`config.mk`:
```
export PLATFORM = sky130hd
export DESIGN_NAME = bram_valid_tracker
export DESIGN_NICKNAME = d
export VERILOG_FILES = /design/src/logic/dpb_adapter_pkg.sv /design/src/logic/bram_valid_tracker.sv
export SDC_FILE = /design/constraint.sdc
export NUM_CORES = 1
export LEC_CHECK = 0
export BUFFER_PORTS_ARGS = -buffer_cell sky130_fd_sc_hd__clkbuf_2
export CAP_MARGIN = 10
export CORE_AREA = 5 5 42 44
export CTS_CLUSTER_DIAMETER = 40
export DETAILED_ROUTE_END_ITERATION = 8
export DIE_AREA = 0 0 47 49
export SLEW_MARGIN = 5
export SYNTH_ARGS = -nofsm -noshare
export SYNTH_HDL_FRONTEND = slang
export SYNTH_SLANG_ARGS = --single-unit
```
`constraint.sdc`:
```
create_clock -name clk -period 1.2 [get_ports clk]
set_input_delay 0.06 -clock clk [delete_from_list [all_inputs] [get_ports clk]]
set_output_delay 0.06 -clock clk [all_outputs]
set_load 0.01 [all_outputs]
```
`src/logic/dpb_adapter_pkg.sv`:
```
package dpb_adapter_pkg;

  // Data and buffer geometry
  localparam int DATA_WIDTH = 32;
  localparam int MEM_DEPTH  = 9;

  // Words held by one ping-pong bank
  localparam int PP_DEPTH      = 16;
  localparam int PP_ADDR_WIDTH = $clog2(PP_DEPTH);

  // Stable-address cycles before user read data counts as settled
  localparam int MEM_WAIT   = 2;
  localparam int WAIT_WIDTH = $clog2(MEM_WAIT + 1);

  typedef logic [DATA_WIDTH-1:0]        word_t;
  typedef logic [MEM_DEPTH-1:0]         mem_addr_t;
  typedef logic [$clog2(PP_DEPTH+1)-1:0] pp_count_t;
  typedef logic [31:0]                  read_count_t;
  typedef logic [WAIT_WIDTH-1:0]        wait_count_t;

  // One request on either buffer port
  typedef struct packed {
    logic      we;
    mem_addr_t addr;
    word_t     din;
  } bram_req_t;

  // Writer side of a ping-pong FIFO
  typedef struct packed {
    logic [1:0] activate;
    logic       stb;
    word_t      data;
  } pp_wr_req_t;

  // Reader side of a ping-pong FIFO
  typedef struct packed {
    logic activate;
    logic stb;
  } pp_rd_req_t;

  typedef struct packed {
    logic      ready;
    pp_count_t size;
    word_t     data;
  } pp_rd_rsp_t;

  typedef enum logic [1:0] {
    SEQ_IDLE,
    SEQ_DRAIN,
    SEQ_LOAD_SETUP,
    SEQ_LOAD
  } seq_state_t;

endpackage

```
`src/logic/bram_valid_tracker.sv`:
```
`timescale 1ns/1ps

module bram_valid_tracker
  import dpb_adapter_pkg::*;
(
  input  logic      clk,
  input  logic      rst,
  input  mem_addr_t i_addr,
  output logic      o_valid
);

  mem_addr_t   prev_addr;
  wait_count_t wait_cnt;

  always_ff @(posedge clk) begin
    if (rst) begin
      prev_addr <= '0;
      wait_cnt  <= wait_count_t'(MEM_WAIT);
    end else if (i_addr != prev_addr) begin
      // New address, restart the settle count
      prev_addr <= i_addr;
      wait_cnt  <= '0;
    end else if (wait_cnt < wait_count_t'(MEM_WAIT)) begin
      wait_cnt <= wait_cnt + 1'b1;
    end
  end

  // Drops as soon as the address moves away from the captured one
  assign o_valid = (prev_addr == i_addr) && (wait_cnt == wait_count_t'(MEM_WAIT));

  // Valid data implies the address has been held across the settle window
  assert property (@(posedge clk) disable iff (rst)
    o_valid |-> (i_addr == $past(i_addr)) && (i_addr == $past(i_addr, MEM_WAIT)))
    else $error("bram_valid_tracker: valid raised on an unsettled address");

endmodule

```
# --- Word level (Yosys, flattened, before mapping) ---
# Index checks and enable logic that the tools add are counted.
classes:
  div: 0
  n_reduce_logical: 3
  order_cmp: 1
  mux: 2
  bitwise_logic: 0
  shifts: 0
  n_mul: 0
  n_eq_ne: 3
  n_addsub: 1
op_table:
  columns: ["op", "count"]
  rows:
  - ["== test 9 bit", 1]
  - ["!= test 9 bit", 1]
  - ["2-to-1 mux 2 bit", 2]
  - ["adder 2 x 1 -> 2 bit, second input constant", 1]
  - ["== test 2 bit, second input constant", 1]
  - ["less-than comparator 2 bit, second input constant", 1]
  - ["nonzero test 2 bit", 1]
  - ["OR reduction 2 bit", 1]
  - ["logical AND 1 bit", 1]
totals:
  register_bits: 11
  romBits: 0
  out_inout_bits: 1
  mem_bits_rw: 0
  input_bits: 11
  n_memories: 0
  latch_bits: 0
  wordCells: 13

# --- Logic depth before layout (Yosys ltp) ---
depth:
  word_depth: 3
  ltp_mapped: 3
  mapped_depth_nobuf: 3

# --- Worst setup path before layout ---
# OpenSTA, ideal clock, no wires.
synth_path:
  path_type: "flip-flop to output port"
  startpoint: "register prev_addr[8]"
  endpoint: "output port o_valid"
  t_arrival_ns: 1.061
  required_ns: 1.140
  stages_incl_launch_ff: 4
  slack_ns: 0.079
  path_cell_list: "dfxtp_1 xnor2_1 nand4_1 nor4_1"
synth_between:
  elab_chain_len: 2
synth_rtl:
  columns: ["element", "line", "text"]
  rows:
  - ["start: declaration", "bram_valid_tracker.sv:12", "mem_addr_t prev_addr;"]
  - ["start signal: assignment", "bram_valid_tracker.sv:21", "prev_addr <= i_addr;"]
  - ["== test 9 bit", "bram_valid_tracker.sv:29", "assign o_valid = (prev_addr == i_addr) && (wait_cnt == wait_count_t'(MEM_WAIT));"]
  - ["logical AND 1 bit", "bram_valid_tracker.sv:29", null]
  - ["end: declaration", "bram_valid_tracker.sv:9", "output logic o_valid"]
# No other way between the ends.

# --- Worst setup path in the final report ---
layout_path:
  startpoint: "register prev_addr[0]"
  endpoint: "output port o_valid"
# Same word-level chain as after synthesis.

==> flow_summary.ini <==
[run_status]
outcome = complete, but fails checks
violations = negative setup slack

[worst_setup_path]
critPathKind = reg -> out
path_max_fanout = 2
cp.arrival_ns = 1.28
slowest_delay_ns = 0.31
crit_required_ns = 1.14
cp_slowest_cell = dfxtp_1
path_cells = xnor2_1 > nand3_1 > nor4_2 > buf_2
cp-end-kind = output pin
cp-start-kind = flop

[job]
cap_violations = 0

[clocking]
cts_tree = built
holdBufCountCts = 0
cts_buffers = 3
cts_root_buffer = clkbuf_4
clock_latency_ns = 0.26
cts_sinks = 11
htreeDepth = 1
cts.path.max_buffers = 2
clkTransAtPathRegs_ns = 0.07

[detailed_routing]
wl_per_cell_um = 9.27
ant_nets = 0
drtPass1Iterations = 2
drc = 0
vias = 316
drt_iter0_markers = 2
via_per_inst = 4.27
routed_wl_um = 686

[global_route]
overflow = 0
first_global_vias = 318
grt_max_degree = 11
antenna_found_initial = 0
grt_use_total = 0.0736
grt_pass1_wl_um = 1190

[finish]
most-common-layout-cells = clkbuf_2 (10), dfxtp_1 (10), xnor2_1 (9), nor2b_1 (9)
final_nets = 70
postLayoutCoreUtil = 0.396
diodes = 0
area_growth_pct = 31.0
drive_gt1_frac = 0.345
multi_input_area_um2 = 206
n_fill_cell = 158
regArea_um2 = 221

[floorplanning]
start_util = 0.303
io_pins = 12
core-area_mm2 = 0.00140
dieArea_mm2 = 0.00230
rows = 14
die_y_um = 49
die_x_um = 47

[pwr]
cellLeakagePower_nw = 0.225
power_per_cell_area_mw_per_mm2 = 1310
ir_drop_mv = 0.647

[placement]
io_buffers = 11
place_ws_ns = 0.0511
routabilityCongestion = 0.593

[synthesis]
syn-cell-area_um2 = 424
synth_largest_area_cell = dfxtp_1
ys_ff_latch = 11
syn_area_per_cell_um2 = 10.6
synth_area_leaders = dfxtp_1 (52%), xnor2_1 (19%), nor2b_1 (13%)
synth_cell_types = 13
syn-num-nets = 51
synthCells = 40
yosysWarnings = 0
synth_top_area_share = 0.519
synth_seq_area_share = 0.519

[timing]
fin_skew_ns = 0.00388
min_period_ns = 1.34
max_freq_mhz = 747
finalHoldViolations = 0
fin_crit_sh = 1.11
worst_slew_pin_slew_ns = 0.207
max_slew_margin = 0.861
setup_ws_ns = -0.138
rsz0062_at_grt = true
drv_slew = 0
finalSetupViolations = 2
setup-tns-final_ns = -0.198

[worst_hold_path]
min_path_type = in -> reg
through the flow:
step | power [mW] | instances | area, µm² | hold slack [ns]
floorplan | 0.448 | 40 | 424 | 0.132
global route | 0.775 | 74 | 556 | 0.0405
finish | 0.727 | 74 | 556 | 0.0366
detailed placement | 0.482 | 68 | 507 | 0.307
CTS | 0.736 | 74 | 554 | 0.0354
global placement | 0.481 | 68 | 507 | 0.300
synth_stat cells (all sizes together):
cell type,count
and2,1
dfxtp,11
inv,1
nand2,1
nand2b,1
nand3,1
nand4,1
nor2,1
nor2b,9
nor4,2
o21ai,1
o41ai,1
xnor2,9
final timing paths:
path                startpoint      endpoint  slack (ns)  cells past startpoint
hold reg to reg    wait_cnt[0]   wait_cnt[1]        0.60                      2
setup / recovery  prev_addr[0]       o_valid       -0.14                      4
setup reg to reg  prev_addr[0]   wait_cnt[1]       -0.06                      5
hold / removal       i_addr[7]  prev_addr[7]        0.04                      2
what timing repair did:
item,in CTS,in global routing
endpoints found under the setup margin,1,3
gates cloned,0,0
resized for setup,1,2
pin swaps,4,2
setup buffers,2,0
layout make-up:
type,instances,share of cell area
Clock buffer,4,0.0473
Timing Repair Buffer,14,0.140
Multi-Input combinational cell,28,0.372
Inverter,1,0.00676
Tap cell,16,0.0360
Sequential cell,11,0.399
routing by layer:
| metal | wire (µm) | up-vias | GRT usage | share of wire |
|---|---|---|---|---|
| li1 | - | 168 | - | - |
| met1 | 309 | 139 | 0.0869 | 0.45 |
| met2 | 317 | 7 | 0.104 | 0.46 |
| met3 | 51 | 2 | 0.0258 | 0.074 |
| met4 | 6 | 0 | 0.0553 | 0.0087 |
| met5 | 0 | - | 0 | 0 |
cells by family after synthesis:
| kind of cell | Yosys count | share of synthesized area |
|---|---|---|
| flops | 11 | 0.519 |
| xor+xnor | 9 | 0.186 |
| simple gates | 17 | 0.236 |
| compound gates | 2 | 0.0501 |
| buf+inv | 1 | 0.00884 |
flip-flops by register name, indices dropped and copies added, names as in the netlist:
signal / count
wait_cnt: 2
prev_addr: 9
critical path: cells and delay by family (launching register included):
kind	cells	cell delay, ns
simple gates	2	0.41
flops	1	0.31
buf+inv	1	0.17
xor+xnor	1	0.13
where the power goes:
group / total [mW] / internal [mW] / switching (mW) / leakage (nW)
sequential: 0.391 / 0.383 / 0.00775 / 0.0918
combinational: 0.0919 / 0.0524 / 0.0395 / 0.118
clock: 0.244 / 0.128 / 0.116 / 0.0150
total: 0.727 / 0.564 / 0.163 / 0.225
No activity file was read; power rests on OpenSTA's default activity.
