[config.mk]
export PLATFORM = sky130hd
export DESIGN_NAME = ppfifo_mem_sequencer
export DESIGN_NICKNAME = d
export VERILOG_FILES = /design/src/logic/dpb_adapter_pkg.sv /design/src/logic/ppfifo_mem_sequencer.sv
export SDC_FILE = /design/constraint.sdc
export NUM_CORES = 1
export LEC_CHECK = 0
export BUFFER_PORTS_ARGS = -buffer_cell sky130_fd_sc_hd__buf_2
export CORE_MARGIN = 3
export CORE_UTILIZATION = 48
export DETAILED_ROUTE_END_ITERATION = 12
export PLACE_DENSITY_LB_ADDON = 0.25
export REMOVE_ABC_BUFFERS = 1
export SLEW_MARGIN = 5
export SYNTH_ARGS = -nofsm -noshare
export SYNTH_HDL_FRONTEND = slang
export SYNTH_SLANG_ARGS = --single-unit
export TNS_END_PERCENT = 100
[constraint.sdc]
create_clock -name clk -period 4.65 [get_ports clk]
set_clock_uncertainty 0.2 [all_clocks]
set_input_delay 0.2325 -clock clk [delete_from_list [all_inputs] [get_ports clk]]
set_output_delay 0.2325 -clock clk [all_outputs]
set_load 0.05 [all_outputs]
[src/logic/dpb_adapter_pkg.sv]
package dpb_adapter_pkg;

  // Data and buffer geometry
  localparam int DATA_WIDTH = 32;
  localparam int MEM_DEPTH  = 9;

  // Words held by one ping-pong bank
  localparam int PP_DEPTH      = 16;
  localparam int PP_ADDR_WIDTH = $clog2(PP_DEPTH);

  // Stable-address cycles before user read data counts as settled
  localparam int MEM_WAIT   = 2;
  localparam int WAIT_WIDTH = $clog2(MEM_WAIT + 1);

  typedef logic [DATA_WIDTH-1:0]        word_t;
  typedef logic [MEM_DEPTH-1:0]         mem_addr_t;
  typedef logic [$clog2(PP_DEPTH+1)-1:0] pp_count_t;
  typedef logic [31:0]                  read_count_t;
  typedef logic [WAIT_WIDTH-1:0]        wait_count_t;

  // One request on either buffer port
  typedef struct packed {
    logic      we;
    mem_addr_t addr;
    word_t     din;
  } bram_req_t;

  // Writer side of a ping-pong FIFO
  typedef struct packed {
    logic [1:0] activate;
    logic       stb;
    word_t      data;
  } pp_wr_req_t;

  // Reader side of a ping-pong FIFO
  typedef struct packed {
    logic activate;
    logic stb;
  } pp_rd_req_t;

  typedef struct packed {
    logic      ready;
    pp_count_t size;
    word_t     data;
  } pp_rd_rsp_t;

  typedef enum logic [1:0] {
    SEQ_IDLE,
    SEQ_DRAIN,
    SEQ_LOAD_SETUP,
    SEQ_LOAD
  } seq_state_t;

endpackage

[src/logic/ppfifo_mem_sequencer.sv]
`timescale 1ns/1ps

module ppfifo_mem_sequencer
  import dpb_adapter_pkg::*;
(
  input  logic        clk,
  input  logic        rst,
  input  logic        i_drain_en,
  input  logic        i_load_stb,
  input  logic        i_cancel_stb,
  output logic        o_idle,
  output read_count_t o_num_reads,
  input  pp_rd_rsp_t  i_src_rsp,
  output pp_rd_req_t  o_src_req,
  input  logic [1:0]  i_dst_ready,
  output pp_wr_req_t  o_dst_req,
  output bram_req_t   o_mem_req,
  input  word_t       i_mem_dout
);

  seq_state_t state;
  pp_count_t  count;
  mem_addr_t  mem_addr;
  logic       src_act;
  logic       src_live;
  logic [1:0] dst_act;
  logic       dst_stb;
  logic       drain_word;
  logic       load_word;

  // Ingress size and data are only meaningful once the FIFO has granted the bank
  assign drain_word = (state == SEQ_DRAIN) && src_live && (count < i_src_rsp.size);
  assign load_word  = (state == SEQ_LOAD) && (count < pp_count_t'(PP_DEPTH));

  assign o_idle = (state == SEQ_IDLE);

  assign o_src_req.activate = src_act;
  assign o_src_req.stb      = drain_word;

  assign o_mem_req.we   = drain_word;
  assign o_mem_req.addr = mem_addr;
  assign o_mem_req.din  = i_src_rsp.data;

  // Port B read data lands one cycle after its address
  assign o_dst_req.activate = dst_act;
  assign o_dst_req.stb      = dst_stb;
  assign o_dst_req.data     = i_mem_dout;

  always_ff @(posedge clk) begin
    if (rst || i_cancel_stb) begin
      state       <= SEQ_IDLE;
      count       <= '0;
      mem_addr    <= '0;
      src_act     <= 1'b0;
      src_live    <= 1'b0;
      dst_act     <= 2'b00;
      dst_stb     <= 1'b0;
      o_num_reads <= '0;
    end else begin
      dst_stb <= load_word;
      case (state)
        SEQ_IDLE: begin
          count    <= '0;
          mem_addr <= '0;
          src_live <= 1'b0;
          // Load wins over drain
          if (i_load_stb) begin
            state <= SEQ_LOAD_SETUP;
          end else if (i_drain_en && i_src_rsp.ready) begin
            src_act <= 1'b1;
            state   <= SEQ_DRAIN;
          end
        end

        SEQ_DRAIN: begin
          src_live <= 1'b1;
          if (drain_word) begin
            count       <= count + 1'b1;
            mem_addr    <= mem_addr + 1'b1;
            o_num_reads <= o_num_reads + 1'b1;
          end else if (src_live) begin
            // Hand the emptied bank back
            src_act <= 1'b0;
            state   <= SEQ_IDLE;
          end
        end

        SEQ_LOAD_SETUP: begin
          count    <= '0;
          mem_addr <= '0;
          if (i_dst_ready[0]) begin
            dst_act <= 2'b01;
            state   <= SEQ_LOAD;
          end else if (i_dst_ready[1]) begin
            dst_act <= 2'b10;
            state   <= SEQ_LOAD;
          end
        end

        SEQ_LOAD: begin
          if (load_word) begin
            count    <= count + 1'b1;
            mem_addr <= mem_addr + 1'b1;
          end else if (count == pp_count_t'(PP_DEPTH)) begin
            // Last strobe is out this cycle
            dst_act <= 2'b00;
            count   <= count + 1'b1;
          end else begin
            // One extra cycle so the egress bank is committed before idle
            state <= SEQ_IDLE;
          end
        end

        default: begin
          state <= SEQ_IDLE;
        end
      endcase
    end
  end

  // Every egress strobe goes to exactly one active bank
  assert property (@(posedge clk) disable iff (rst)
    o_dst_req.stb |-> $onehot(o_dst_req.activate))
    else $error("ppfifo_mem_sequencer: egress strobe without a one-hot activate");

  // Buffer writes stay inside a drain and below the granted ingress bank size
  assert property (@(posedge clk) disable iff (rst)
    o_mem_req.we |-> (state == SEQ_DRAIN) &&
                     (o_mem_req.addr < mem_addr_t'(i_src_rsp.size)))
    else $error("ppfifo_mem_sequencer: buffer write outside a drain");

endmodule

# ---- Word level (Yosys, flattened, before mapping)
# Cells that the tools add are included.
# Widths: inputs -> output; s select.
dict set report op_classes {
  mux 27
  eq_ne 16
  n_reduce_logical 15
  add_sub_neg 3
  n_lt_le_gt_ge 2
}
# operator count
set op_table {}
lappend op_table {{$add 32x1->32 const B} 1}
lappend op_table {{$pmux 9 s3} 1}
lappend op_table {{$mux 2} 12}
lappend op_table {{$mux 9} 2}
lappend op_table {{$mux 5} 3}
lappend op_table {{$pmux 5 s3} 1}
lappend op_table {{$ne 2x2->1 const B} 7}
lappend op_table {{$add 9x1->9 const B} 1}
lappend op_table {{$pmux 2 s4} 1}
lappend op_table {{$ne 3x2->1 const B} 2}
lappend op_table {{$reduce_and 2->1} 3}
lappend op_table {{$reduce_and 6->1} 1}
lappend op_table {{$add 5x1->5 const B} 1}
lappend op_table {{$eq 5x5->1 const B} 1}
lappend op_table {{$lt 5x5->1} 1}
lappend op_table {{$lt 5x5->1 const B} 1}
lappend op_table {{$reduce_and 5->1} 1}
lappend op_table {{$eq 2x2->1 const B} 2}
lappend op_table {{$logic_and 1x1->1} 4}
lappend op_table {{$mux 1} 4}
lappend op_table {{$ne 2x1->1 const B} 2}
lappend op_table {{$pmux 1 s2} 2}
lappend op_table {{$pmux 2 s2} 1}
lappend op_table {{$reduce_and 4->1} 1}
lappend op_table {{other kinds (6)} 7}
dict set report word_totals {
  ff_bits 53
  output_inout_bits 112
}

# ---- Logic depth before layout (Yosys ltp)
dict set report logic_depth {
  ltp_word 5
  mapped_depth 9
}

# ---- Worst setup path before layout
# OpenSTA, ideal clock, no wires.
dict set report synth_path {
  kind {register to register}
  start {register o_num_reads[11]}
  end {register o_num_reads[31]}
  t_arrival_ps 2110
  required_ps 4335
  synth_period_minus_slack_ps 2425
  setup_time_ps 115
  slack_ps 2225
  stages_incl_launch_ff 7
  path_cell_list {dfxtp_1 nand4_2 nor4_4 nand4_4 buf_6 o31a_1 o21a_1}
}
dict set report synth_between {
  elab_chain_cells 1
}
# element line_no
set synth_lines {}
lappend synth_lines {{start, declared} ppfifo_mem_sequencer.sv:12} ;# output read_count_t o_num_reads,
lappend synth_lines {{start signal, assigned} ppfifo_mem_sequencer.sv:80} ;# o_num_reads <= o_num_reads + 1'b1;
lappend synth_lines {{$add 32x1->32} ppfifo_mem_sequencer.sv:80}
# No other way between the ends.
# A chain may end at the register's enable or synchronous reset.

==> summary.txt <==
Detailed routing
  • Post-route ant nets: 0
  • WL/cell: 24.61 µm
  • DRT iter0 DRCs: 161
  • DR vias: 2,800
  • DRC: 0
  • WL final: 11.40 mm
  • First drt pass iteration count: 5
  • Number of vias per cell: 6.048

STA
  • Achievable frequency: 0.3535 GHz
  • RSZ-0062 raised after global routing: false
  • Relative slew margins: 0.4440
  • Worst slew pin tran: 0.8340 ns
  • Setup TNS: 0 ns
  • Setup violation total in the final timing report: 0
  • Fin crit share: 0.6083
  • PnR worst setup slack: 1.821 ns
  • Final Critical Period: 2.829 ns
  • Final hold violations: 0
  • Pins Over Slew Limit: 0

Power and ir drop
  • Power Density: 240.3 mW/mm²
  • LEAKAGE: 1.201 nW
  • Peak supply drop: 133.8 µV

Finish
  • Ant. Diodes: 0
  • Area growth, synth to finish: -3.236%
  • Layout cells sized above 1: 0.2098
  • Nets: 471

Setup path
  • Critical setup path kind: flop to output port
  • Arrival time at the worst endpoint: 2.40 ns
  • Worst Setup Start Kind: flop
  • Crit path max fanout: 11
  • CP Data Required Time: 4.22 ns
  • Setup crit end kind: output port
  • R2r setup slk: 1.99 ns

Yosys
  • Synth Area per Inst: 8.197 µm²
  • Post-synth EDFFs: 0
  • Most frequent cells after synthesis: buf_4 (68), dfxtp_1 (53), a21oi_1 (33)
  • Synth top area cells: dfxtp_1 (32%), buf_4 (16%), a21oi_1 (5.0%), nand2_1 (3.4%), ha_1 (3.0%)
  • Post-Syn Area: 0.003287 mm²
  • Post-synth cell types: 54
  • Most frequent cell after synthesis: buf_4
  • Asr flop ratio synth: 0
  • Post-synthesis register bit count: 53
  • Yosys top cell area share: 0.3228
  • Sequential share of the synthesized area: 0.3228
  • Synth Flop Type: dfxtp_1
  • Synthesis Warnings: 0
  • Post-Synthesis Cells: 401
  • Dominant cell type by area after synthesis: dfxtp_1

Global routing
  • GRT Residual Overflow: 0
  • Total Routing Usage GR: 0.2901
  • Initial antenna violation count: 0
  • Largest net degree at the start of global routing: 42
  • Global-route wire length before repair: 16.27 mm
  • Number of global-route vias before repair: 2,536

Floorplanning
  • Die area: 0.007877 mm²
  • FP Rows: 29
  • Core area: 0.006495 mm²
  • Die height: 88.75 µm
  • Initial core utilization: 0.5061
  • IO Pins: 189
  • Die width: 88.75 µm

Clock tree
  • H-tree depth: 2
  • CTS buffer count: 5
  • Post-CTS Resized: 0
  • Hold buffer count at CTS: 0
  • Root buffer cell: clkbuf_8
  • CTS Sinks: 53
  • Later-pin clock latency in the skew report: 0.30 ns
  • Post-CTS Setup Inserts: 0
  • Clk pin slew, worst setup/hold paths: 0.09 ns
  • CTS tree: yes
  • Clock buffer depth: 2

Run status
  • Run status: finished clean

Placed design
  • HPWL after detailed placement: 9.286 mm
  • Place WS: 2.071 ns
  • Gp weighted congestion: 0.8972
  • Port buffer count: 60

Min path
  • Hold WC Path Type: primary input to flop

Job
  • Max cap viols: 0
sequential cells by signal, indices dropped and copies added, names as in the netlist:
| name | count |
|---|---|
| count | 5 |
| state | 2 |
| src_live | 1 |
| dst_act | 2 |
| o_num_reads | 32 |
| src_act | 1 |
| mem_addr | 9 |
| dst_stb | 1 |
layer usage:
layer	up-vias	part of all wire	global-route usage
met1	1290	0.37	0.3231
met2	168	0.39	0.3846
met5	-	0.0038	0.05195
met3	12	0.23	0.2914
met4	2	0.019	0.06593
li1	1328	-	-
power breakdown:
| part | internal [W] | leakage (nW) | switching (W) |
|---|---|---|---|
| registers | 0.000455 | 0.427 | 0.00000409 |
| clock network | 0.000119 | 0.0443 | 0.000145 |
| logic | 0.0000126 | 0.729 | 0.0000287 |
| total | 0.000586 | 1.20 | 0.000178 |
cell families (layout without fill, tap and decap cells):
| group | after synthesis | in the layout | share of synthesized area |
|---|---|---|---|
| mux | 5 | 5 | 0.01523 |
| xor+xnor | 10 | 10 | 0.02665 |
| compound gates | 96 | 96 | 0.1900 |
| flops | 53 | 53 | 0.3228 |
| fa+ha+maj | 8 | 8 | 0.03045 |
| buf+inv | 106 | 91 | 0.2090 |
| simple gates | 123 | 123 | 0.2059 |
layout by cell type (no fill, tap or decap), types with 2 or more instances in the layout:
| cell type | count |
|---|---|
| a2111oi_0 | 5 |
| a211oi_1 | 6 |
| a21oi_1 | 33 |
| a221oi_1 | 2 |
| a31o_2 | 4 |
| and2_1 | 2 |
| and3_1 | 2 |
| buf_2 | 60 |
| buf_4 | 2 |
| clkbuf_8 | 6 |
| dfxtp_1 | 53 |
| ha_1 | 8 |
| inv_1 | 22 |
| mux2i_1 | 5 |
| nand2_1 | 30 |
| nand3_1 | 13 |
| nand3b_1 | 2 |
| nand4_1 | 6 |
| nor2_1 | 26 |
| nor2b_1 | 3 |
| nor3_1 | 4 |
| o2111ai_1 | 4 |
| o211ai_1 | 3 |
| o21a_1 | 2 |
| o21ai_0 | 16 |
| o31ai_1 | 10 |
| or2_2 | 2 |
| or3_1 | 12 |
| or3_2 | 2 |
| or4_1 | 9 |
| xnor2_1 | 10 |
final timing paths:
kind / startpoint / to / cells past startpoint
setup / recovery: count[2] / o_mem_req[41] / 5
hold / removal: i_load_stb / state[1] / 3
setup reg to reg: count[2] / mem_addr[5] / 6
hold reg to reg: mem_addr[8] / mem_addr[8] / 2
through the flow:
step	instance area, µm²	total power (W)	instances	hold WS, ns	utilization
2_1_floorplan	2683	0.0004951	317	0.1815	-
3_3_place_gp	3094	0.0005102	456	0.2661	0.4764
3_5_place_dp	3094	0.0005108	456	0.2661	0.4764
4_1_cts	3181	0.0007724	463	0.001156	0.4897
5_1_grt	3181	0.0007972	463	0.003089	0.4897
6_report	3181	0.0007643	463	0.008604	0.4897
final cells by class:
cell class | instances | area (µm²)
Tap cell | 77 | 96.34
Timing Repair Buffer | 62 | 315.3
Clock buffer | 7 | 86.33
Multi-Input combinational cell | 242 | 1539
Sequential cell | 53 | 1061
Fill cell | 628 | 3314
Inverter | 22 | 82.58
critical path, cell delays in order, from the launching register on:
cell and delay [ns]:
dfxtp_1 0.44, ha_1 0.29, a21oi_1 0.19, o21ai_1 0.29, a21oi_1 0.52, buf_2 0.36
Power figures use the tool's default switching activity.
