`src/logic/dpb_adapter_pkg.sv`:
```
package dpb_adapter_pkg;

  // Data and buffer geometry
  localparam int DATA_WIDTH = 32;
  localparam int MEM_DEPTH  = 9;

  // Words held by one ping-pong bank
  localparam int PP_DEPTH      = 16;
  localparam int PP_ADDR_WIDTH = $clog2(PP_DEPTH);

  // Stable-address cycles before user read data counts as settled
  localparam int MEM_WAIT   = 2;
  localparam int WAIT_WIDTH = $clog2(MEM_WAIT + 1);

  typedef logic [DATA_WIDTH-1:0]        word_t;
  typedef logic [MEM_DEPTH-1:0]         mem_addr_t;
  typedef logic [$clog2(PP_DEPTH+1)-1:0] pp_count_t;
  typedef logic [31:0]                  read_count_t;
  typedef logic [WAIT_WIDTH-1:0]        wait_count_t;

  // One request on either buffer port
  typedef struct packed {
    logic      we;
    mem_addr_t addr;
    word_t     din;
  } bram_req_t;

  // Writer side of a ping-pong FIFO
  typedef struct packed {
    logic [1:0] activate;
    logic       stb;
    word_t      data;
  } pp_wr_req_t;

  // Reader side of a ping-pong FIFO
  typedef struct packed {
    logic activate;
    logic stb;
  } pp_rd_req_t;

  typedef struct packed {
    logic      ready;
    pp_count_t size;
    word_t     data;
  } pp_rd_rsp_t;

  typedef enum logic [1:0] {
    SEQ_IDLE,
    SEQ_DRAIN,
    SEQ_LOAD_SETUP,
    SEQ_LOAD
  } seq_state_t;

endpackage

```
`src/logic/ping_pong_fifo.sv`:
```
`timescale 1ns/1ps

module ping_pong_fifo
  import dpb_adapter_pkg::*;
(
  input  logic       clk,
  input  logic       rst,
  output logic [1:0] o_wr_ready,
  input  pp_wr_req_t i_wr_req,
  input  pp_rd_req_t i_rd_req,
  output pp_rd_rsp_t o_rd_rsp
);

  typedef enum logic [1:0] {
    BANK_EMPTY,
    BANK_WRITING,
    BANK_FULL,
    BANK_READING
  } bank_state_t;

  bank_state_t bank_state [2];
  pp_count_t   fill [2];
  word_t       bank_mem [2][PP_DEPTH];

  logic       rd_sel;
  logic       rd_bank;
  logic       rd_active;
  pp_count_t  rd_ptr;
  logic       rd_ready;
  logic       rd_start;
  logic [1:0] wr_open;
  logic       wr_bank;
  logic       wr_fire;

  always_comb begin
    for (int b = 0; b < 2; b++) begin
      o_wr_ready[b] = (bank_state[b] == BANK_EMPTY);
      wr_open[b]    = i_wr_req.activate[b] &&
                      ((bank_state[b] == BANK_EMPTY) || (bank_state[b] == BANK_WRITING));
    end
  end

  assign wr_bank = i_wr_req.activate[1];
  assign wr_fire = i_wr_req.stb && wr_open[wr_bank] &&
                   (fill[wr_bank] < pp_count_t'(PP_DEPTH));

  // rd_sel always points at the older committed bank
  assign rd_ready = (bank_state[rd_sel] == BANK_FULL) && !rd_active;
  assign rd_start = i_rd_req.activate && rd_ready;

  assign o_rd_rsp.ready = rd_ready;
  assign o_rd_rsp.size  = rd_active ? fill[rd_bank] : '0;
  assign o_rd_rsp.data  = bank_mem[rd_bank][rd_ptr[PP_ADDR_WIDTH-1:0]];

  always_ff @(posedge clk) begin
    if (wr_fire) begin
      bank_mem[wr_bank][fill[wr_bank][PP_ADDR_WIDTH-1:0]] <= i_wr_req.data;
    end
  end

  always_ff @(posedge clk) begin
    if (rst) begin
      for (int b = 0; b < 2; b++) begin
        bank_state[b] <= BANK_EMPTY;
        fill[b]       <= '0;
      end
      rd_sel    <= 1'b0;
      rd_bank   <= 1'b0;
      rd_active <= 1'b0;
      rd_ptr    <= '0;
    end else begin
      // Write side, one bank at a time
      for (int b = 0; b < 2; b++) begin
        if (wr_open[b]) begin
          bank_state[b] <= BANK_WRITING;
          if (wr_fire && (wr_bank == 1'(b))) begin
            fill[b] <= fill[b] + 1'b1;
          end
        end else if (bank_state[b] == BANK_WRITING) begin
          if (fill[b] != '0) begin
            bank_state[b] <= BANK_FULL;
            // First in line if the other bank is not already waiting
            if (bank_state[1-b] != BANK_FULL) begin
              rd_sel <= 1'(b);
            end
          end else begin
            bank_state[b] <= BANK_EMPTY;
          end
        end
      end

      // Read side
      if (rd_start) begin
        bank_state[rd_sel] <= BANK_READING;
        rd_bank            <= rd_sel;
        rd_active          <= 1'b1;
        rd_ptr             <= '0;
        rd_sel             <= ~rd_sel;
      end else if (rd_active) begin
        if (!i_rd_req.activate) begin
          // Reader done, bank goes back to the writer
          bank_state[rd_bank] <= BANK_EMPTY;
          fill[rd_bank]       <= '0;
          rd_active           <= 1'b0;
        end else if (i_rd_req.stb) begin
          rd_ptr <= rd_ptr + 1'b1;
        end
      end
    end
  end

  assert property (@(posedge clk) disable iff (rst)
    i_wr_req.stb |-> (i_wr_req.activate != 2'b00))
    else $error("ping_pong_fifo: write strobe without an active bank");

  assert property (@(posedge clk) disable iff (rst)
    $onehot0(i_wr_req.activate))
    else $error("ping_pong_fifo: both write banks activated");

  for (genvar g = 0; g < 2; g++) begin : g_wr_claim
    assert property (@(posedge clk) disable iff (rst)
      $rose(i_wr_req.activate[g]) |-> o_wr_ready[g])
      else $error("ping_pong_fifo: bank %0d claimed while not ready", g);
  end

  assert property (@(posedge clk) disable iff (rst)
    i_rd_req.stb |-> rd_active && (rd_ptr < fill[rd_bank]))
    else $error("ping_pong_fifo: read strobe past the bank size");

endmodule

```
`config.mk`:
```
export PLATFORM = sky130hd
export DESIGN_NAME = ping_pong_fifo
export DESIGN_NICKNAME = d
export VERILOG_FILES = /design/src/logic/dpb_adapter_pkg.sv /design/src/logic/ping_pong_fifo.sv
export SDC_FILE = /design/constraint.sdc
export NUM_CORES = 1
export LEC_CHECK = 0
export BUFFER_PORTS_ARGS = -buffer_cell sky130_fd_sc_hd__buf_2
export CAP_MARGIN = 30
export CORE_MARGIN = 1.5
export CORE_UTILIZATION = 30
export DETAILED_ROUTE_END_ITERATION = 12
export SYNTH_ARGS = -nofsm -noshare
export SYNTH_HDL_FRONTEND = slang
export SYNTH_SLANG_ARGS = --single-unit
```
`constraint.sdc`:
```
create_clock -name clk -period 7.55 [get_ports clk]
set_input_delay 1.8875 -clock clk [delete_from_list [all_inputs] [get_ports clk]]
set_output_delay 1.8875 -clock clk [all_outputs]
set_load 0.01 [all_outputs]
```
Word level (Yosys, flattened, before mapping) --
Memories as Yosys holds them, arrays and structs flattened. A register that Yosys moved wholly into a read port is not among the register bits. Cells that the tools add are included.
Word-level totals: register bits 8, bits in writable memories 1038, input port bits 39, output and inout bits 40, word-level logic and storage cells 133, memories kept 3
Memories:
- bank_mem | depth 2, width 512, rd ports 1, clocked after Yosys merged registers in 1, write ports 1, line ping_pong_fifo.sv:23 | word_t bank_mem [2][PP_DEPTH];
- fill | depth 2, width 5, rd ports 4, clocked after Yosys merged registers in 1, write ports 3, line ping_pong_fifo.sv:22 | pp_count_t fill [2];
- bank_state | depth 2, width 2, rd ports 3, clocked after Yosys merged registers in 1, write ports 3, line ping_pong_fifo.sv:21 | bank_state_t bank_state [2];
Operators by class: $add $sub $neg 3, $lt $le $gt $ge 5, equality and inequality tests 5, muxes and demuxes 82, bitwise logic cells 12, reductions and logical operators 19
Operators with widths (number):
- 2-to-1 mux 512 bit | 1
- binary-select mux 32 bit (select 4 bit) | 1
- demux 32 bit (select 4 bit) | 1
- 2-to-1 mux 32 bit | 3
- 2-to-1 mux 1 bit | 66
- adder 5 x 1 -> 5 bit (second input constant) | 3
- 2-to-1 mux 5 bit | 3
- 2-to-1 mux 2 bit | 7
- greater-or-equal comparator 5 bit (second input constant) | 2
- inverter 4 -> 5 bit | 2
- nonzero test 5 bit | 2
- logical AND 1 bit | 9
- OR 1 bit | 8
- < comparator 5 x 1 -> 1 bit (second input constant) | 1
- < comparator 5 bit (second input constant) | 1
- == test 2 x 1 -> 1 bit (second input constant) | 2
- logical NOT 2 bit | 2
- inequality test 2 bit (second input constant) | 2
- OR reduction 2 bit | 2
- AND reduction 3 bit | 1
- == test 2 bit (second input constant) | 1
- logical OR 1 bit | 2
- < comparator 1 x 2 -> 1 bit (second input constant) | 1
- inverter 1 bit | 2
- logical NOT 1 bit | 1

Depth between registers and ports, before layout --
Gate-level depths: netlist of the first run.
depth after elaboration 13, mapped depth 8, depth with buffers taken out 6

Worst setup path after synthesis of the first run --
Ideal clock, no wire load.
kind input -> register, start point input i_wr_req[34] (netlist bit), end point memory bank_mem[1][64] (netlist bit) (enable), setup time 0.421 ns, data arrival time 4.100 ns, data required time 7.129 ns, path slack 3.029 ns, stages 6, path buffers 2, cells stage by stage and4b_1 > clkbuf_1 > o21ba_2 > nand2b_1 > buf_2 > nor2_1
Between the ends: longest elaborated chain between the ends 7, elaborated cells on any way between the ends 15, those cells by class order compare: 3; mux: 6; bitwise: 1; reduce/logical: 4; memory: 1
RTL lines:
- from (decl) | line ping_pong_fifo.sv:9 | input pp_wr_req_t i_wr_req,
- memory read (2 x 5 bit) / logical AND 1 bit (equally long branches)
- inverter 4 -> 5 bit (implied by the code) / 2-to-1 mux 1 bit (equally long branches) | line ping_pong_fifo.sv:57, ping_pong_fifo.sv:44
- greater-or-equal comparator 5 bit (implied by the code), or another cell as far along | line ping_pong_fifo.sv:57 | bank_mem[wr_bank][fill[wr_bank][PP_ADDR_WIDTH-1:0]] <= i_wr_req.data;
- logical AND 1 bit (on tied branches) | line ping_pong_fifo.sv:57, ping_pong_fifo.sv:44
- 2-to-1 mux 32 bit (implied by the code) / logical AND 1 bit (equally long branches) | line ping_pong_fifo.sv:57, ping_pong_fifo.sv:44
- demux 32 bit (select 4 bit) / 2-to-1 mux 1 bit (equally long branches) | line ping_pong_fifo.sv:57, ping_pong_fifo.sv:56
- 2-to-1 mux 512 bit (implied by the code) | line ping_pong_fifo.sv:57
- to (decl) | line ping_pong_fifo.sv:23
Parallel ways exist; a longest one is shown, timed or not. The select of a mux whose other input is x is not followed.

==> results.tsv, run 1 <==
metric	value	unit
drive_above_1_share	12.0	%
routed_wl	102000	µm
cts_buffers	103	
min_period	5.54	ns
fp.coreArea	136000	µm²
htreeDepth	3	
cts_resized	0	
die-area	139000	µm²
synth_common_cells	edfxtp_1, mux2i_1, nand2_1	
start_util	30.3	%
postCtsSetupBuffers	0	
fin_cells	4337	
hold_start	fill[0][4]	
via_count	21500	
clk_latency	0.68	ns
synth.most_common_cell	edfxtp_1	
postCtsHoldBufs	0	
gp_congestion	0.752	
track_usage	14.1	%
holdCritPathClass	reg2reg	
pin_count	79	
netlist.area_leader.share	75.1	%
seq_area_frac_synth	75.9	%
yosys.area_share.simple	3.71	%
dp_cells	4142	
avgSynthCellArea	17.4	µm²
synth_xor_area_share	0.192	%
clockBufferDepth	3	
fp.dieW	373	µm
path_cells	buf_4 -> mux2i_1 -> a22oi_1 -> a31oi_1 -> nand3_1 -> buf_2	
num_rows	135	
cp.arrival	3.66	ns
synth_edf_count	1028	
cpLargestDelayFamily	buffers and inverters	
wl_per_cell	23.4	µm
drt_first_pass_iters	7	
yosys.area.top_type	edfxtp_1	
drv_cap	0	
r2r-start	bank_state[1][1]	
antenna_left	0	
syn_nets	2414	
period_share	73.4	%
fin_skew	0.0270	ns
p_per_area	248	nW/µm²
setup_slack	2.01	ns
path_clk_slew	0.06	ns
portBuffers	78	
yosysWarnings	0	
critPathMaxFanout	38	
fin_tns_setup	0	ns
synth_top_family_by_area	multiplexers	
synth_cell_type_count	42	
fin_hold_ws	0.486	ns
async_flop_share	0	%
synthAdderAreaFrac	0.152	%
root_buffer	clkbuf_16	
nNetsFinal	2510	
status	complete, no violations	
synth_cells	2370	
synthFlopType	edfxtp_1	
grt_antenna_before_repair	18	
cpMaxStageDelayCell	dfxtp_4	
grt_max_degree	132	
cp-end-kind	primary output	
max_freq	180	MHz
drc	0	
relSlewSlack	17.9	%
hold_viol_final	0	
drv_slew	0	
ys_seq_elements	1046	
synthMuxAreaShare	12.7	%
grt_pass1_wl	147000	µm
cts_tree	built	
setup_viol	0	
p_leak	13.8	nW
area_delta_synth_final	14.2	%
dpl.hpwl	55700	µm
synth-compound-area-share	5.17	%
syn_area	41100	µm²
cp-start-kind	flip-flop	
slowest_delay	0.78	ns
grt_pass1_vias	20900	
place_ws	2.52	ns
tightest_slew	1.23	ns
drtIter0Drc	2237	
synth_area_leaders	edfxtp_1, mux2i_1, a22oi_1, a22o_1, a21oi_1	
critPathKind	reg2out	
grt_setup_unrepaired	no	
die_y	373	µm
grt.overflow.total	0	
cts_sinks	1046	
ir_worst_vdd	0.194	mV
worstPathRequired	5.66	ns
critPathBufInv	2	
viasPerCell	4.95	
layout by cell type (no fill, tap or decap), types with 6 or more instances in the layout:
master        n
a21oi_1     103
a22o_1       64
a22oi_1      96
a31oi_1      33
buf_12       14
buf_2        78
buf_4        34
bufinv_16     6
clkbuf_1     32
clkbuf_16   106
clkinv_1     25
clkinv_2     14
dfxtp_1      17
edfxtp_1   1028
inv_1         8
mux2i_1     523
nand2_1     105
nand2b_1      6
nand3_1     102
nor2_1       23
nor2_4       33
nor2b_1       7
nor3_1       33
xor2_1        6
final timing paths:
check	depth (start not counted)	endpoint	slack (ns)
setup / recovery	6	o_rd_rsp[20]	2.01
hold / removal	2	fill[0][4]	0.49
setup reg to reg	6	bank_mem[0][292]	4.11
hold reg to reg	2	fill[0][4]	0.49
metal layers:
layer / vias up / share of wire (%) / GRT usage, %
li1: 9557 / - / -
met1: 11100 / 45 / 19.8
met2: 682 / 46 / 22.0
met3: 162 / 6.5 / 3.13
met4: 6 / 2.5 / 3.86
met5: - / 0.044 / 0
stage by stage:
step | power (mW) | util [%] | instance area [µm²]
2_1_floorplan | 6.67 | - | 41100
3_3_place_gp | 6.84 | 32.1 | 43600
3_5_place_dp | 6.85 | 32.2 | 43700
4_1_cts | 11.7 | 34.6 | 47000
5_1_grt | 12.0 | 34.6 | 47000
6_report | 11.7 | 34.6 | 47000
kinds of logic after synthesis:
kind of cell	after synthesis
buffers and inverters	143
muxes	523
and+or+nand+nor	331
AOI/OAI and AO/OA	313
xor gates and xnor gates	9
adders and majority gates	5
DFF	1046
layout make-up:
cell class              count  area [µm²]
diodes                      4        10.0
clock buffers             139        2790
clock inverters            52         457
fillers                 12800       88800
inverters                   8        30.0
multi-input cells        1181        9300
flip-flops and latches   1046       31200
well taps                1781        2230
repair buffers            126         926
power breakdown:
group	internal (mW)	leakage [nW]	switching, mW
Clock	2.80	1.57	2.14
Sequential	6.41	9.40	0.0151
Combinational	0.0785	2.78	0.219
Total	9.28	13.8	2.37
flip-flops by register name, indices dropped and copies added (netlist names), named ones only:
signal	flops
bank_mem	1024
bank_state	4
fill	10
rd_active	1
rd_bank	1
rd_ptr	4
rd_sel	1
worst min-delay path: stages, from the launching register on:
cell and delay [ns]:
dfxtp_1 0.33, inv_1 0.06, a21oi_1 0.05
No activity file was read; power rests on OpenSTA's default activity.
==> inputs of run 2 (changes only) <==
- ABC_AREA: default -> 1
- clock period: 7.55 -> 4.6 ns (I/O delays scaled with it)
==> results.tsv, run 2 <==
metric	value	unit	change
drive_above_1_share	9.72	%	-2.3 points
largest_reg_flops	1024		unchanged
area_delta_synth_final	13.6	%	
yosysWarnings	0		unchanged
drv_cap	0		unchanged
cts_resized	0		unchanged
nNetsFinal	3815		+52%
p_leak	17.5	nW	+27%
ys_seq_elements	1046		unchanged
die-area	146000	µm²	+4.7%
setup_slack	0.233	ns	-1.77 ns
avgSynthCellArea	11.6	µm²	-33%
fp.dieW	382	µm	+2.3%
placedInstanceArea	45700	µm²	+4.5%
stdcell_area	48900	µm²	+4.1%
root_buffer	clkbuf_16		
layout_commonest_cell	nand2_1		
hold-path-cell-count	2		unchanged
grt.busiest_layer	met2		
grt.met2_usage	24.8	%	+2.7 points
synth_edf_count	1028		unchanged
grt.overflow.total	0		unchanged
async_flop_share	0	%	unchanged
slowest_delay	0.64	ns	-0.14 ns
htreeDepth	3		unchanged
cts_tree	built		
drt_first_pass_iters	5		-2
start_util	30.3	%	+0.056 points
drc	0		unchanged
cpLargestDelayFamily	simple AND/OR/NAND/NOR gates		
gp_congestion	0.803		+6.7%
netlist.area_leader.share	71.7	%	-3.4 points
grt_pass1_wl	177000	µm	+21%
gr-usage-met3	2.86	%	-0.27 points
clk_latency	0.72	ns	+0.04 ns
dp_cells	5559		+34%
relSlewSlack	30.3	%	+12 points
synthFlopType	edfxtp_1		
yosys.area.top_type	edfxtp_1		
cp.arrival	3.22	ns	-0.44 ns
grt_max_degree	177		+34%
worstPathRequired	3.45	ns	-2.21 ns
min_period	4.37	ns	
synth_area_leaders	edfxtp_1, nand2_1, nand3_1, buf_2, buf_6		
grt_pass1_vias	26900		+28%
clockBufferDepth	3		unchanged
synth.most_common_cell	nand2_1		
routed_wl	119000	µm	+17%
fin_skew	0.0326	ns	+0.00553 ns
layout_common_cells	nand2_1, edfxtp_1, nand3_1, clkbuf_16, buf_2		
ir_worst_vdd	0.329	mV	+70%
dpl.hpwl	65000	µm	+17%
fin_tns_setup	0	ns	unchanged
place_ws	0.765	ns	-1.75 ns
max_freq	229	MHz	
portBuffers	78		unchanged
wl_per_cell	20.8	µm	-11%
syn_nets	3761		+56%
pin_count	79		unchanged
fillers	14000		+9.0%
post-route-util	34.5	%	-0.13 points
grt_setup_unrepaired	no		
path_clk_slew	0.06	ns	about the same
viasPerCell	4.95		about the same
drtIter0Drc	3097		+38%
hold_viol_final	0		unchanged
period_share	94.9	%	
cp-start-kind	flip-flop		
power	20.4	mW	+75%
cts_buffers	100		-2.9%
p_per_area	418	nW/µm²	+68%
synth_cell_type_count	26		-38%
track_usage	16.1	%	+2.0 points
fin_hold_ws	0.506	ns	+0.0201 ns
drv_slew	0		unchanged
critPathMaxFanout	176		+360%
fin_cells	5740		+32%
postCtsHoldBufs	0		unchanged
critPathBufInv	2		unchanged
synth_cells	3717		+57%
use_met1	23.3	%	+3.5 points
tightest_slew	1.05	ns	-0.185 ns
status	complete, no violations		
cts_sinks	1046		unchanged
critPathKind	reg2out		
seq_area_frac_synth	72.5	%	-3.4 points
ff2ff_path_depth	6		unchanged
antenna_left	0		unchanged
worst_path_most_repeated_cell	nand2_1		
postCtsSetupBuffers	0		unchanged
num_rows	138		+2.2%
via_count	28400		+32%
setup_viol	0		unchanged
path_cells	buf_12 -> nand2_1 -> nand3_1 -> nand3_1 -> nand2_1 -> nand2_1 -> nand2_1 -> nand2_1 -> nand2_1 -> buf_2		
synth_common_cells	nand2_1, edfxtp_1, nand3_1		
cp-end-kind	primary output		
holdCritPathClass	reg2reg		
grt_antenna_before_repair	8		-10
cpMaxStageDelayCell	dfxtp_4		
syn_area	43100	µm²	+4.7%
die_y	382	µm	+2.3%
path_depth	10		+4
fp.coreArea	142000	µm²	+4.5%
## run 2: cell types whose count changed in the layout (fill, tap and decap cells not counted), sizes merged, moves of 23 or more
cell,delta
a21oi,-86
a22o,-64
a22oi,-96
a31oi,-33
buf,+55
inv,+33
mux2i,-523
nand2,+1386
nand3,+699
nor3,-23
## run 2: layer usage
layer  vias up  part of all wire (%)
met5         -                 0.018
met4         4                   2.6
met3       185                   7.8
met2      1153                    45
met1     14000                    44
li1      13000                     -
## run 2: path summary, 6_finish.rpt
path                                  from                to  slack (ns)
worst min-delay path            fill[1][1]        fill[1][1]        0.51
worst max register to register  fill[0][0]  bank_mem[0][375]        1.79
worst max-delay path             flip-flop      o_rd_rsp[20]        0.23
worst min register to register  fill[1][1]        fill[1][1]        0.51
## run 2: worst register-to-register path: stages, from the launching register on
cell and delay (ns):
dfxtp_1 0.35, o21ai_0 0.81, inv_1 0.14, nor2_2 0.24, nand3_1 0.23, nor2_4 0.16
buf_4 0.50
## run 2: area by class of cell
| class | count | area, µm² | area share [%] |
|---|---|---|---|
| antenna | 1 | 2.50 | 0.00512 |
| clock buffer | 120 | 2600 | 5.31 |
| clock inverter | 60 | 614 | 1.26 |
| inverter | 37 | 169 | 0.345 |
| multi-input combinational | 2405 | 10400 | 21.3 |
| sequential | 1046 | 31200 | 63.9 |
| tap | 1890 | 2360 | 4.83 |
| timing repair buffer | 181 | 1510 | 3.10 |
## run 2: cells by family after synthesis
logic type      after synthesis  synth area share, %
flops                      1046                 72.5
buf+inv                     266                 3.85
simple gates               2364                 23.0
fa+ha+maj                     5                0.145
xor+xnor                      3               0.0610
compound gates               33                0.398
## run 2: report_power, final
part / internal, mW / leakage [nW] / switching [mW]
Combinational: 0.403 / 6.51 / 1.13
Clock: 4.61 / 1.57 / 3.62
Sequential: 10.6 / 9.41 / 0.0604
